--- src/verilog/exec_consts.svh ---
`ifndef EXEC_CONSTS_SVH
`define EXEC_CONSTS_SVH

// Data path and address width
`define XLEN 32

// Instruction word
`define INST_W 32

// Scalar register file
`define REG_ADDR_W 5
`define NUM_REGS 32

// Return address offset for JAL and JALR
`define PC_STEP 4

// Store width code, in bytes
`define WR_WIDTH_W 3

`endif
--- src/verilog/exec_pkg.sv ---
package exec_pkg;

   // RV32I major opcodes
   typedef enum logic [6:0] {
      LOAD   = 7'b0000011,
      STORE  = 7'b0100011,
      OP_IMM = 7'b0010011,
      OP_REG = 7'b0110011,
      LUI    = 7'b0110111,
      AUIPC  = 7'b0010111,
      JAL    = 7'b1101111,
      JALR   = 7'b1100111,
      BRANCH = 7'b1100011,
      // FENCE encoding, executed as a no-op
      NOP    = 7'b0001111
   } opcode_e;

   typedef enum logic [3:0] {
      ALU_ADD  = 4'd0,
      ALU_SUB  = 4'd1,
      ALU_SLT  = 4'd2,
      ALU_SLTU = 4'd3,
      ALU_AND  = 4'd4,
      ALU_OR   = 4'd5,
      ALU_XOR  = 4'd6,
      ALU_SLL  = 4'd7,
      ALU_SRL  = 4'd8,
      ALU_SRA  = 4'd9
   } alu_op_e;

   // Branch funct3
   typedef enum logic [2:0] {
      BEQ  = 3'b000,
      BNE  = 3'b001,
      BLT  = 3'b100,
      BGE  = 3'b101,
      BLTU = 3'b110,
      BGEU = 3'b111
   } branch_fn_e;

   // Load funct3
   typedef enum logic [2:0] {
      LB  = 3'b000,
      LH  = 3'b001,
      LW  = 3'b010,
      LBU = 3'b100,
      LHU = 3'b101
   } load_fn_e;

endpackage

--- src/verilog/branch_unit.sv ---
`timescale 1ns/1ns
`include "exec_consts.svh"

module branch_unit (
   input  logic              i_valid,
   input  exec_pkg::opcode_e i_opcode,
   input  logic [2:0]        i_funct3,
   input  logic [`XLEN-1:0]  i_rs1_data,
   input  logic [`XLEN-1:0]  i_rs2_data,
   input  logic [`XLEN-1:0]  i_target,
   output logic              o_pc_change,
   output logic [`XLEN-1:0]  o_new_pc
);
   exec_pkg::branch_fn_e fn;
   logic                 taken;

   assign fn = exec_pkg::branch_fn_e'(i_funct3);

   always_comb begin
      case (fn)
         exec_pkg::BEQ:  taken = (i_rs1_data == i_rs2_data);
         exec_pkg::BNE:  taken = (i_rs1_data != i_rs2_data);
         exec_pkg::BLT:  taken = ($signed(i_rs1_data) < $signed(i_rs2_data));
         exec_pkg::BGE:  taken = ($signed(i_rs1_data) >= $signed(i_rs2_data));
         exec_pkg::BLTU: taken = (i_rs1_data < i_rs2_data);
         exec_pkg::BGEU: taken = (i_rs1_data >= i_rs2_data);
         default:        taken = 1'b0;
      endcase
   end

   always_comb begin
      o_pc_change = 1'b0;
      o_new_pc    = '0;
      if (i_valid) begin
         case (i_opcode)
            exec_pkg::JAL: begin
               o_pc_change = 1'b1;
               o_new_pc    = i_target;
            end
            exec_pkg::JALR: begin
               o_pc_change = 1'b1;
               o_new_pc    = {i_target[`XLEN-1:1], 1'b0};
            end
            exec_pkg::BRANCH: begin
               o_pc_change = taken;
               o_new_pc    = taken ? i_target : '0;
            end
            default: ;
         endcase
      end
   end

   // Targets come from the decoder immediates, which are always even
   always_comb begin
      if (o_pc_change) begin
         assert (o_new_pc[0] == 1'b0)
            else $error("branch_unit: odd target %h requested", o_new_pc);
      end
   end

endmodule

--- config.mk ---
export PLATFORM = sky130hd
export DESIGN_NAME = branch_unit
export DESIGN_NICKNAME = d
export VERILOG_FILES = /design/src/verilog/exec_pkg.sv /design/src/verilog/branch_unit.sv
export VERILOG_INCLUDE_DIRS = /design/src /design/src/verilog
export SDC_FILE = /design/constraint.sdc
export NUM_CORES = 1
export LEC_CHECK = 0
export BUFFER_PORTS_ARGS = -buffer_cell sky130_fd_sc_hd__buf_2
export CAP_MARGIN = 5
export CORE_MARGIN = 2
export CORE_UTILIZATION = 35
export DETAILED_ROUTE_END_ITERATION = 16
export GPL_ROUTABILITY_DRIVEN = 0
export PLACE_DENSITY = 0.83
export SYNTH_ARGS = -nofsm -noshare
export SYNTH_HDL_FRONTEND = slang
export SYNTH_SLANG_ARGS = --single-unit
--- constraint.sdc ---
create_clock -name vclk -period 3.2
set_clock_uncertainty 0.1 [all_clocks]
set_input_delay 0.64 -clock vclk [all_inputs]
set_output_delay 0.64 -clock vclk [all_outputs]
set_load 0.005 [all_outputs]
# After elaboration in Yosys (flattened, before gate mapping)
# Index checks and enable logic that the tools add are counted.
# word_totals
register_bits	0
inputBits	107
out_inout_bits	33
wordCells	22
# op_classes
n_lt_le_gt_ge	4
n_eq_ne	10
n_mux	6
reduce_logical	2
# ops
operator	n
$pmux 32 s3	1
$ge 32x32->1	2
$lt 32x32->1	2
$mux 32	2
$eq 32x32->1	1
$ne 32x32->1	1
$eq 7x7->1 const B	3
$eq 3x3->1 const B	4
$pmux 1 s6	1
$eq 3x1->1 const B	1
$logic_not 3->1	1
$pmux 1 s2	1
$reduce_or 2->1	1
$mux 1	1

# Logic depth before layout (Yosys ltp)
# Gate-level depths: netlist of run 1.
# depth
word_depth	5
depth_mapped	10
mapped_depth_nobuf	9

# Least setup slack after synthesis of run 1
# Ideal clock, no wire load.
# synth_path
path_type	in2out
start	input i_rs2_data[31]
end	output o_new_pc[11]
arrival_ns	2.442
t_required_ns	2.460
setup_slack_ns	0.018
path_stages	8
n_path_buf	1
path_cell_list	inv_1 ha_1 nand4_2 or4_1 o21a_1 o211ai_4 buf_6 a21oi_2
# synth_via
elab_chain_len	5
elab_cells_between_ends	10
# synth_rtl
item	line	text
start, declared	branch_unit.sv:9	input logic [`XLEN-1:0] i_rs2_data,
$ge 32x32->1 (tied with other cells)	branch_unit.sv:26	exec_pkg::BGEU: taken = (i_rs1_data >= i_rs2_data);
$pmux 1 s6 *	branch_unit.sv:20	case (fn)
$mux 32 *	branch_unit.sv:46	o_new_pc = taken ? i_target : '0;
$pmux 32 s3 *	branch_unit.sv:35	case (i_opcode)
$mux 32 *	branch_unit.sv:34	if (i_valid) begin
end, declared	branch_unit.sv:12	output logic [`XLEN-1:0] o_new_pc
# Every way passes the cells marked *; elsewhere a longest branch is shown, timed or not.

# Worst setup path in the final report of run 1
# layout_path
start	input i_rs2_data[6]
end	output o_new_pc[18]
# The elaborated chain is that of the path after synthesis.

==> results.rst, run 1 <==
.. list-table::
   :header-rows: 1

   * - Metric
     - Value
   * - Status
     - finished, violations left
   * - Worst endpoint data arrival time
     - 2.86 ns
   * - Number of hold-repair buffers added at the cts stage
     - 0
   * - Post-DR vias/cell
     - 4.90
   * - Post-synthesis xor/xnor area fraction
     - 0
   * - Number of I/O port buffers
     - 140
   * - Area occupied by registers
     - 0 µm²
   * - Actual slew at the worst max-slew pin
     - 0.549 ns
   * - Count of nets after finishing
     - 509
   * - Top cells by area in the synthesized netlist
     - sky130_fd_sc_hd__ha_1 (27%), sky130_fd_sc_hd__a21oi_2 (17%), sky130_fd_sc_hd__nand2_1 (9.9%)
   * - Final number of setup-violating endpoints
     - 33
   * - Detailed router's first-iteration violation count
     - 39
   * - Distinct cell type count of the synthesized netlist
     - 38
   * - Post-Route Setup TNS
     - -11.79 ns
   * - Final WS setup
     - -0.401 ns
   * - Area of the mapped netlist
     - 1470 µm²
   * - Starting density of the core
     - 0.366
   * - WP buf/inv
     - 5
   * - Initial DRT Pass Iterations
     - 4
   * - Number of max-cap violations
     - 0
   * - Adder-cell area share of the yosys netlist
     - 0.272
   * - Relative slew margins
     - 0.634
   * - Row count
     - 23
   * - ANT nets after route
     - 0
   * - Cell depth of the worst hold path
     - 4
   * - Maximum fanout count along the critical path
     - 10
   * - Time the worst path needs with I/O delays and setup
     - 3.60 ns
   * - Relative area change from synthesis to final layout
     - 83.3%
   * - Post-Synth Simple-Gate Area
     - 0.245
   * - Horizontal extent of the die
     - 68.9 µm
   * - Share of synthesized area spent on multiplexers
     - 0
   * - Final cell count without fillers
     - 418
   * - Worst slack on hold paths
     - 1.48 ns
   * - Slowest CP cell
     - sky130_fd_sc_hd__nor4_2
   * - Failing checks
     - setup timing
   * - Main combinational cell family by area after synthesis
     - compound AO/OA/AOI/OAI gates
   * - Die span in y
     - 68.9 µm
   * - Yosys top cell area share
     - 0.272
   * - Ratio of cells with drive above 1 in the final layout
     - 0.639
   * - Via count of the first global-routing pass
     - 1665
   * - Synthesized-area fraction occupied by ao, oa, aoi and oai cells
     - 0.353
   * - Tcrit/Tclk final
     - 1.13
   * - Max Clock Freq
     - 278 MHz
   * - Residual DRC
     - 0
   * - Placed instance count
     - 412
   * - Overflow left after global routing
     - 0
   * - Startpoint-to-endpoint class of the critical path
     - primary input to output port
   * - Portion of the post-synthesis area used by sequential elements
     - 0
   * - Yosys warning total
     - 0
   * - Cell accounting for the most synthesized area
     - sky130_fd_sc_hd__ha_1
   * - Clock buffers
     - 0
   * - Class of the worst hold path
     - primary input to output port
   * - Nature of the critical path endpoint
     - output port
   * - Slowest cell delay on critical path
     - 0.33 ns
   * - Static leakage
     - 0.00141 µW
   * - Final max-slew violation count
     - 0
   * - Mean area per synthesized cell
     - 6.82 µm²
   * - Number of antenna violations at the first check in global routing
     - 0
   * - Gr usage total
     - 0.169
   * - Antenna Cells
     - 0
   * - Final sequential cell count
     - 0
   * - Timing startpoint of the critical path
     - i_rs2_data[6]
   * - Unrepaired setup endpoints after global routing
     - true
   * - Mapped Nets
     - 355
   * - Core outline area
     - 4030 µm²
   * - Required time reported for the critical path endpoint
     - 2.46 ns
   * - Hold violation count in the final report
     - 0
   * - HPWL after DPL
     - 4.00 mm
   * - Pin count of the biggest net entering global routing
     - 34
   * - Family with the most delay on the worst path
     - simple AND/OR/NAND/NOR gates
   * - Post-route core utilization
     - 0.670
   * - Total Die Area
     - 4750 µm²
   * - Count of pins on the block boundary
     - 140
   * - Routed Wire Length
     - 5.23 mm
   * - Pwr per Cell Area
     - 94.8 nW/µm²
   * - Global-route wire length before repair
     - 6.49 mm
   * - Via count
     - 2050
   * - Count leader, synth
     - sky130_fd_sc_hd__nand2_1
   * - Critical Path Start Type
     - primary input
   * - Capturing instance or port of the critical path
     - o_new_pc[18]
   * - Depth of the critical timing path with buffers and inverters included
     - 13
   * - Top post-synthesis cells by count
     - sky130_fd_sc_hd__nand2_1 (39), sky130_fd_sc_hd__inv_1 (35), sky130_fd_sc_hd__ha_1 (32)
   * - Number of standard cells after synthesis
     - 216
   * - Average detailed-routed wire length per instance
     - 12.5 µm
   * - Worst-case vdd ir drop
     - 46.5 µV
   * - Critical-path cell list
     - buf_2 -> inv_2 -> ha_4 -> nand4_1 -> nor4_2 -> buf_4 -> nand4_1 -> and3b_2 -> a211oi_4 -> o211ai_4 -> clkbuf_16 -> a21oi_2 -> buf_2
## worst min-delay path by stage
| stage | start | to |
|---|---|---|
| after floorplan | i_target[31] | o_new_pc[31] |
| after global placement | i_target[31] | o_new_pc[31] |
| after detailed placement | i_target[31] | o_new_pc[31] |
| after CTS | i_target[31] | o_new_pc[31] |
| after global routing | i_target[6] | o_new_pc[6] |
| final | i_target[31] | o_new_pc[31] |
## worst min-delay path: cells and delay by family
kind                   cells  cell delay [ns]
AOI/OAI and AO/OA          1             0.03
buffers and inverters      2             0.21
and+or+nand+nor            1             0.05
## repair_timing
action | CTS | global route
endpoints found under the setup margin | 33 | 33
pin swaps | 3 | 9
gates resized for setup | 4 | 49
setup buffers | 2 | 2
gates cloned | 0 | 2
## logic make-up (layout without fill, tap and decap cells)
logic type	Yosys count	count (layout)
buffers and inverters	45	197
adders and majority gates	32	32
AOI/OAI and AO/OA	66	66
and+or+nand+nor	73	73
## through the flow
| stage | power, µW | instance area, µm² | setup WS, ns |
|---|---|---|---|
| global placement | 204 | 2310 | -0.309 |
| detailed placement | 210 | 2310 | -0.341 |
| CTS | 215 | 2340 | -0.300 |
| global route | 289 | 2700 | -0.520 |
| finish | 256 | 2700 | -0.401 |
| floorplan | 107 | 1470 | 0.0176 |
## placed cells by master (no fill, tap or decap), types with 2 or more instances in the layout
master and instances:
sky130_fd_sc_hd__ha_1 17, sky130_fd_sc_hd__inv_1 20, sky130_fd_sc_hd__ha_4 15, sky130_fd_sc_hd__nand3_1 3, sky130_fd_sc_hd__nor4_2 2, sky130_fd_sc_hd__a211oi_1 2, sky130_fd_sc_hd__a21oi_1 18, sky130_fd_sc_hd__inv_2 14
sky130_fd_sc_hd__a31oi_1 2, sky130_fd_sc_hd__o21ai_0 4, sky130_fd_sc_hd__buf_4 18, sky130_fd_sc_hd__a21oi_2 27, sky130_fd_sc_hd__nor2_1 5, sky130_fd_sc_hd__buf_2 128, sky130_fd_sc_hd__clkbuf_16 2, sky130_fd_sc_hd__a21oi_4 3
sky130_fd_sc_hd__nand4_1 10, sky130_fd_sc_hd__buf_6 13, sky130_fd_sc_hd__nand2_1 39
## final cells by class
cell class | instances | area (µm²)
inverter | 35 | 134
timing repair buffer | 162 | 992
multi-input combinational | 171 | 1510
fill | 338 | 1330
tap | 50 | 62.6
## layer usage
layer,wire length [µm],GRT usage,part of all wire
met3,366,0.0227,0.070
met1,2040,0.197,0.39
met5,0,0,0
met2,2750,0.331,0.52
met4,80,0.0221,0.015
## where the power goes
part / switching [µW] / leakage (µW) / internal [µW]
sequential: 0 / 0 / 0
clock: 0 / 0 / 0
combinational: 120 / 0.00141 / 136
Note: power is estimated with default switching activity, not from simulation.
==> run 2: changes to the inputs <==
--- a/config.mk
+++ b/config.mk
@@ -6,13 +6,14 @@
 export SDC_FILE = /design/constraint.sdc
 export NUM_CORES = 1
 export LEC_CHECK = 0
-export BUFFER_PORTS_ARGS = -buffer_cell sky130_fd_sc_hd__buf_2
+export ABC_AREA = 1
 export CAP_MARGIN = 5
-export CORE_MARGIN = 2
-export CORE_UTILIZATION = 35
+export CORE_AREA = 2 2 54 56
 export DETAILED_ROUTE_END_ITERATION = 16
+export DIE_AREA = 0 0 56 58
+export DONT_BUFFER_PORTS = 1
 export GPL_ROUTABILITY_DRIVEN = 0
-export PLACE_DENSITY = 0.83
+export PLACE_DENSITY = 0.75
 export SYNTH_ARGS = -nofsm -noshare
 export SYNTH_HDL_FRONTEND = slang
 export SYNTH_SLANG_ARGS = --single-unit
==> results.rst, run 2 <==
.. list-table::
   :header-rows: 1

   * - Metric
     - Value
   * - Status
     - finished, final reports clean
   * - Worst endpoint data arrival time
     - 2.38 ns (-0.48 ns)
   * - Average detailed-routed wire length per instance
     - 14.3 µm (+15%)
   * - Yosys top cell area share
     - 0.279 (+0.00783)
   * - Mapped Nets
     - 392 (+10%)
   * - Via count of the first global-routing pass
     - 1185 (-29%)
   * - Number of hold-repair buffers added at the cts stage
     - 0 (unchanged)
   * - Relative slew margins
     - 0.767 (+0.133)
   * - HPWL after DPL
     - 2.80 mm (-30%)
   * - Class of the worst hold path
     - primary input to output port
   * - Cell accounting for the most synthesized area
     - sky130_fd_sc_hd__ha_1
   * - Distinct cell type count of the synthesized netlist
     - 19 (-50%)
   * - Row count
     - 19 (-17%)
   * - Count leader, synth
     - sky130_fd_sc_hd__nand2_1
   * - Yosys warning total
     - 0 (unchanged)
   * - Detailed router's first-iteration violation count
     - 48 (+23%)
   * - Number of I/O port buffers
     - 0 (-100%)
   * - Via count
     - 1581 (-23%)
   * - Core outline area
     - 2660 µm² (-34%)
   * - Number of antenna violations at the first check in global routing
     - 0 (unchanged)
   * - Startpoint-to-endpoint class of the critical path
     - primary input to output port
   * - Sw power
     - 95.0 µW (-21%)
   * - Top cells by area in the synthesized netlist
     - sky130_fd_sc_hd__ha_1 (28%), sky130_fd_sc_hd__nand2_1 (19%), sky130_fd_sc_hd__inv_1 (13%)
   * - Time the worst path needs with I/O delays and setup
     - 3.12 ns (-0.480 ns)
   * - Mean area per synthesized cell
     - 5.66 µm² (-17%)
   * - Commonest cells after routing, fill and taps aside
     - sky130_fd_sc_hd__nand2_1 (67), sky130_fd_sc_hd__inv_1 (41), sky130_fd_sc_hd__a21oi_2 (26)
   * - Filler cells
     - 233 (-31%)
   * - Most common cell after layout, fill and taps aside
     - sky130_fd_sc_hd__nand2_1
   * - Global-route wire length before repair
     - 4.67 mm (-28%)
   * - Net switching fraction of the power
     - 0.551 (+0.0826)
   * - Maximum fanout count along the critical path
     - 8 (-2)
   * - Max Clock Freq
     - 320 MHz (+15%)
   * - Antenna Cells
     - 0 (unchanged)
   * - Count of pins on the block boundary
     - 140 (unchanged)
   * - Area occupied by registers
     - 0 µm² (unchanged)
   * - Horizontal extent of the die
     - 56 µm (-19%)
   * - Internal Dissipation
     - 77.5 µW (-43%)
   * - Critical Path Start Type
     - primary input
   * - Top post-synthesis cells by count
     - sky130_fd_sc_hd__nand2_1 (73), sky130_fd_sc_hd__inv_1 (48), sky130_fd_sc_hd__a21oi_1 (33)
   * - Die span in y
     - 58 µm (-16%)
   * - Ratio of cells with drive above 1 in the final layout
     - 0.321 (-0.317)
   * - Actual slew at the worst max-slew pin
     - 0.350 ns (-0.199 ns)
   * - Pin count of the biggest net entering global routing
     - 34 (unchanged)
   * - Placed inst area
     - 1450 µm² (-38%)
   * - ANT nets after route
     - 0 (unchanged)
   * - Static leakage
     - 0.000925 µW (-35%)
   * - Pwr per Cell Area
     - 91.6 nW/µm² (-3.4%)
   * - Required time reported for the critical path endpoint
     - 2.46 ns (about the same)
   * - Setup slack after placement
     - 0.0575 ns (+0.398 ns)
   * - Final sequential cell count
     - 0 (unchanged)
   * - Portion of the post-synthesis area used by sequential elements
     - 0 (unchanged)
   * - Post-DR vias/cell
     - 5.59 (+14%)
   * - Count of nets after finishing
     - 393 (-23%)
   * - Overflow left after global routing
     - 0 (unchanged)
   * - Starting density of the core
     - 0.538 (+0.172)
   * - Gr usage total
     - 0.168 (-0.00131)
   * - Post-Route Setup TNS
     - 0 ns (+11.79 ns)
   * - Tcrit/Tclk final
     - 0.975 (-0.150)
   * - Area of all placed cells without fillers
     - 1880 µm² (-30%)
   * - Initial DRT Pass Iterations
     - 4 (unchanged)
   * - Residual DRC
     - 0 (unchanged)
   * - Routed Wire Length
     - 4.06 mm (-22%)
   * - Worst-case vdd ir drop
     - 69.8 µV (+50%)
   * - Relative area change from synthesis to final layout
     - 31.4%
   * - Hold violation count in the final report
     - 0 (unchanged)
   * - Nature of the critical path endpoint
     - output port
   * - Number of max-cap violations
     - 0 (unchanged)
   * - Final max-slew violation count
     - 0 (unchanged)
   * - Number of standard cells after synthesis
     - 253 (+17%)
   * - Fraction of power consumed by the clock network
     - 0 (unchanged)
   * - Area of the mapped netlist
     - 1430 µm² (-2.8%)
   * - Cell depth of the worst hold path
     - 2 (-2)
   * - Final number of setup-violating endpoints
     - 0 (-100%)
   * - Clock buffers
     - 0 (unchanged)
   * - Sequential group share of total power
     - 0 (unchanged)
   * - Total Die Area
     - 3250 µm² (-32%)
   * - Comb power frac
     - 1.000 (about the same)
   * - Final WS setup
     - 0.0788 ns (+0.480 ns)
## run 2: cell count changes after synthesis, moves of 2 or more
cell,delta
sky130_fd_sc_hd__nand4_1,-7
sky130_fd_sc_hd__nand3_1,+7
sky130_fd_sc_hd__a31oi_1,-2
sky130_fd_sc_hd__a211oi_1,-2
sky130_fd_sc_hd__nand2_2,+4
sky130_fd_sc_hd__nor3_1,+2
sky130_fd_sc_hd__nand2_1,+34
sky130_fd_sc_hd__o21ai_0,-2
sky130_fd_sc_hd__inv_1,+13
sky130_fd_sc_hd__nor2_1,+7
sky130_fd_sc_hd__a21oi_1,+15
sky130_fd_sc_hd__a21oi_2,-14
sky130_fd_sc_hd__a21oi_4,-2
## run 2: logic make-up after synthesis
family / Yosys count / synth area share
buffers and inverters: 58 / 0.168
AND/OR/NAND/NOR: 110 / 0.326
adder cells (fa/ha/maj): 32 / 0.279
AO/OA/AOI/OAI: 53 / 0.227
## run 2: cell type report
type / count / area, µm² / area share
timing repair buffer: 9 / 105 / 0.0558
inverter: 48 / 198 / 0.105
multi-input combinational: 195 / 1540 / 0.819
tap: 31 / 38.8 / 0.0206
## run 2: metal layers
metal / part of all wire / global-route usage / up-vias / wire length, µm
li1: - / - / 815 / -
met1: 0.37 / 0.201 / 703 / 1490
met2: 0.57 / 0.333 / 63 / 2310
met3: 0.063 / 0.0268 / 0 / 255
met4: 0 / 0 / 0 / 0
met5: 0 / 0 / - / 0
## run 2: per-stage QoR
step	total power (µW)	hold WS, ns	utilization	cells
after floorplan	111	1.26	-	253
after global placement	122	1.26	0.543	277
after detailed placement	124	1.25	0.543	277
after CTS	125	1.25	0.543	277
after global routing	199	1.27	0.707	283
final	173	1.27	0.707	283
## run 2: critical path, cell delays in order
cell                        delay (ns)
sky130_fd_sc_hd__inv_1            0.04
sky130_fd_sc_hd__ha_4             0.26
sky130_fd_sc_hd__nand2_2          0.06
sky130_fd_sc_hd__nor2_2           0.09
sky130_fd_sc_hd__nand2_2          0.08
sky130_fd_sc_hd__nor3b_4          0.27
sky130_fd_sc_hd__nand2_2          0.12
sky130_fd_sc_hd__o21ai_1          0.15
sky130_fd_sc_hd__inv_1            0.05
sky130_fd_sc_hd__nand2_1          0.07
sky130_fd_sc_hd__nor2_2           0.04
sky130_fd_sc_hd__nand3_2          0.07
sky130_fd_sc_hd__nand2_4          0.09
sky130_fd_sc_hd__clkbuf_16        0.20
sky130_fd_sc_hd__a21oi_4          0.16
## run 2: final timing paths
kind	from	to	slack, ns
setup / recovery	i_rs2_data[26]	o_new_pc[10]	0.08
hold / removal	i_valid	o_pc_change	1.27
## run 2: power groups by stage
stage / sequential [µW] / clock (µW) / combinational, µW
finish: 0 / 0 / 173
CTS: 0 / 0 / 125
global route: 0 / 0 / 199
floorplan: 0 / 0 / 111
global placement: 0 / 0 / 122
detailed placement: 0 / 0 / 124
## run 2: timing repair
item	CTS	global route
gates resized for setup	0	75
buffers inserted	0	4
endpoints found under the setup margin	0	32
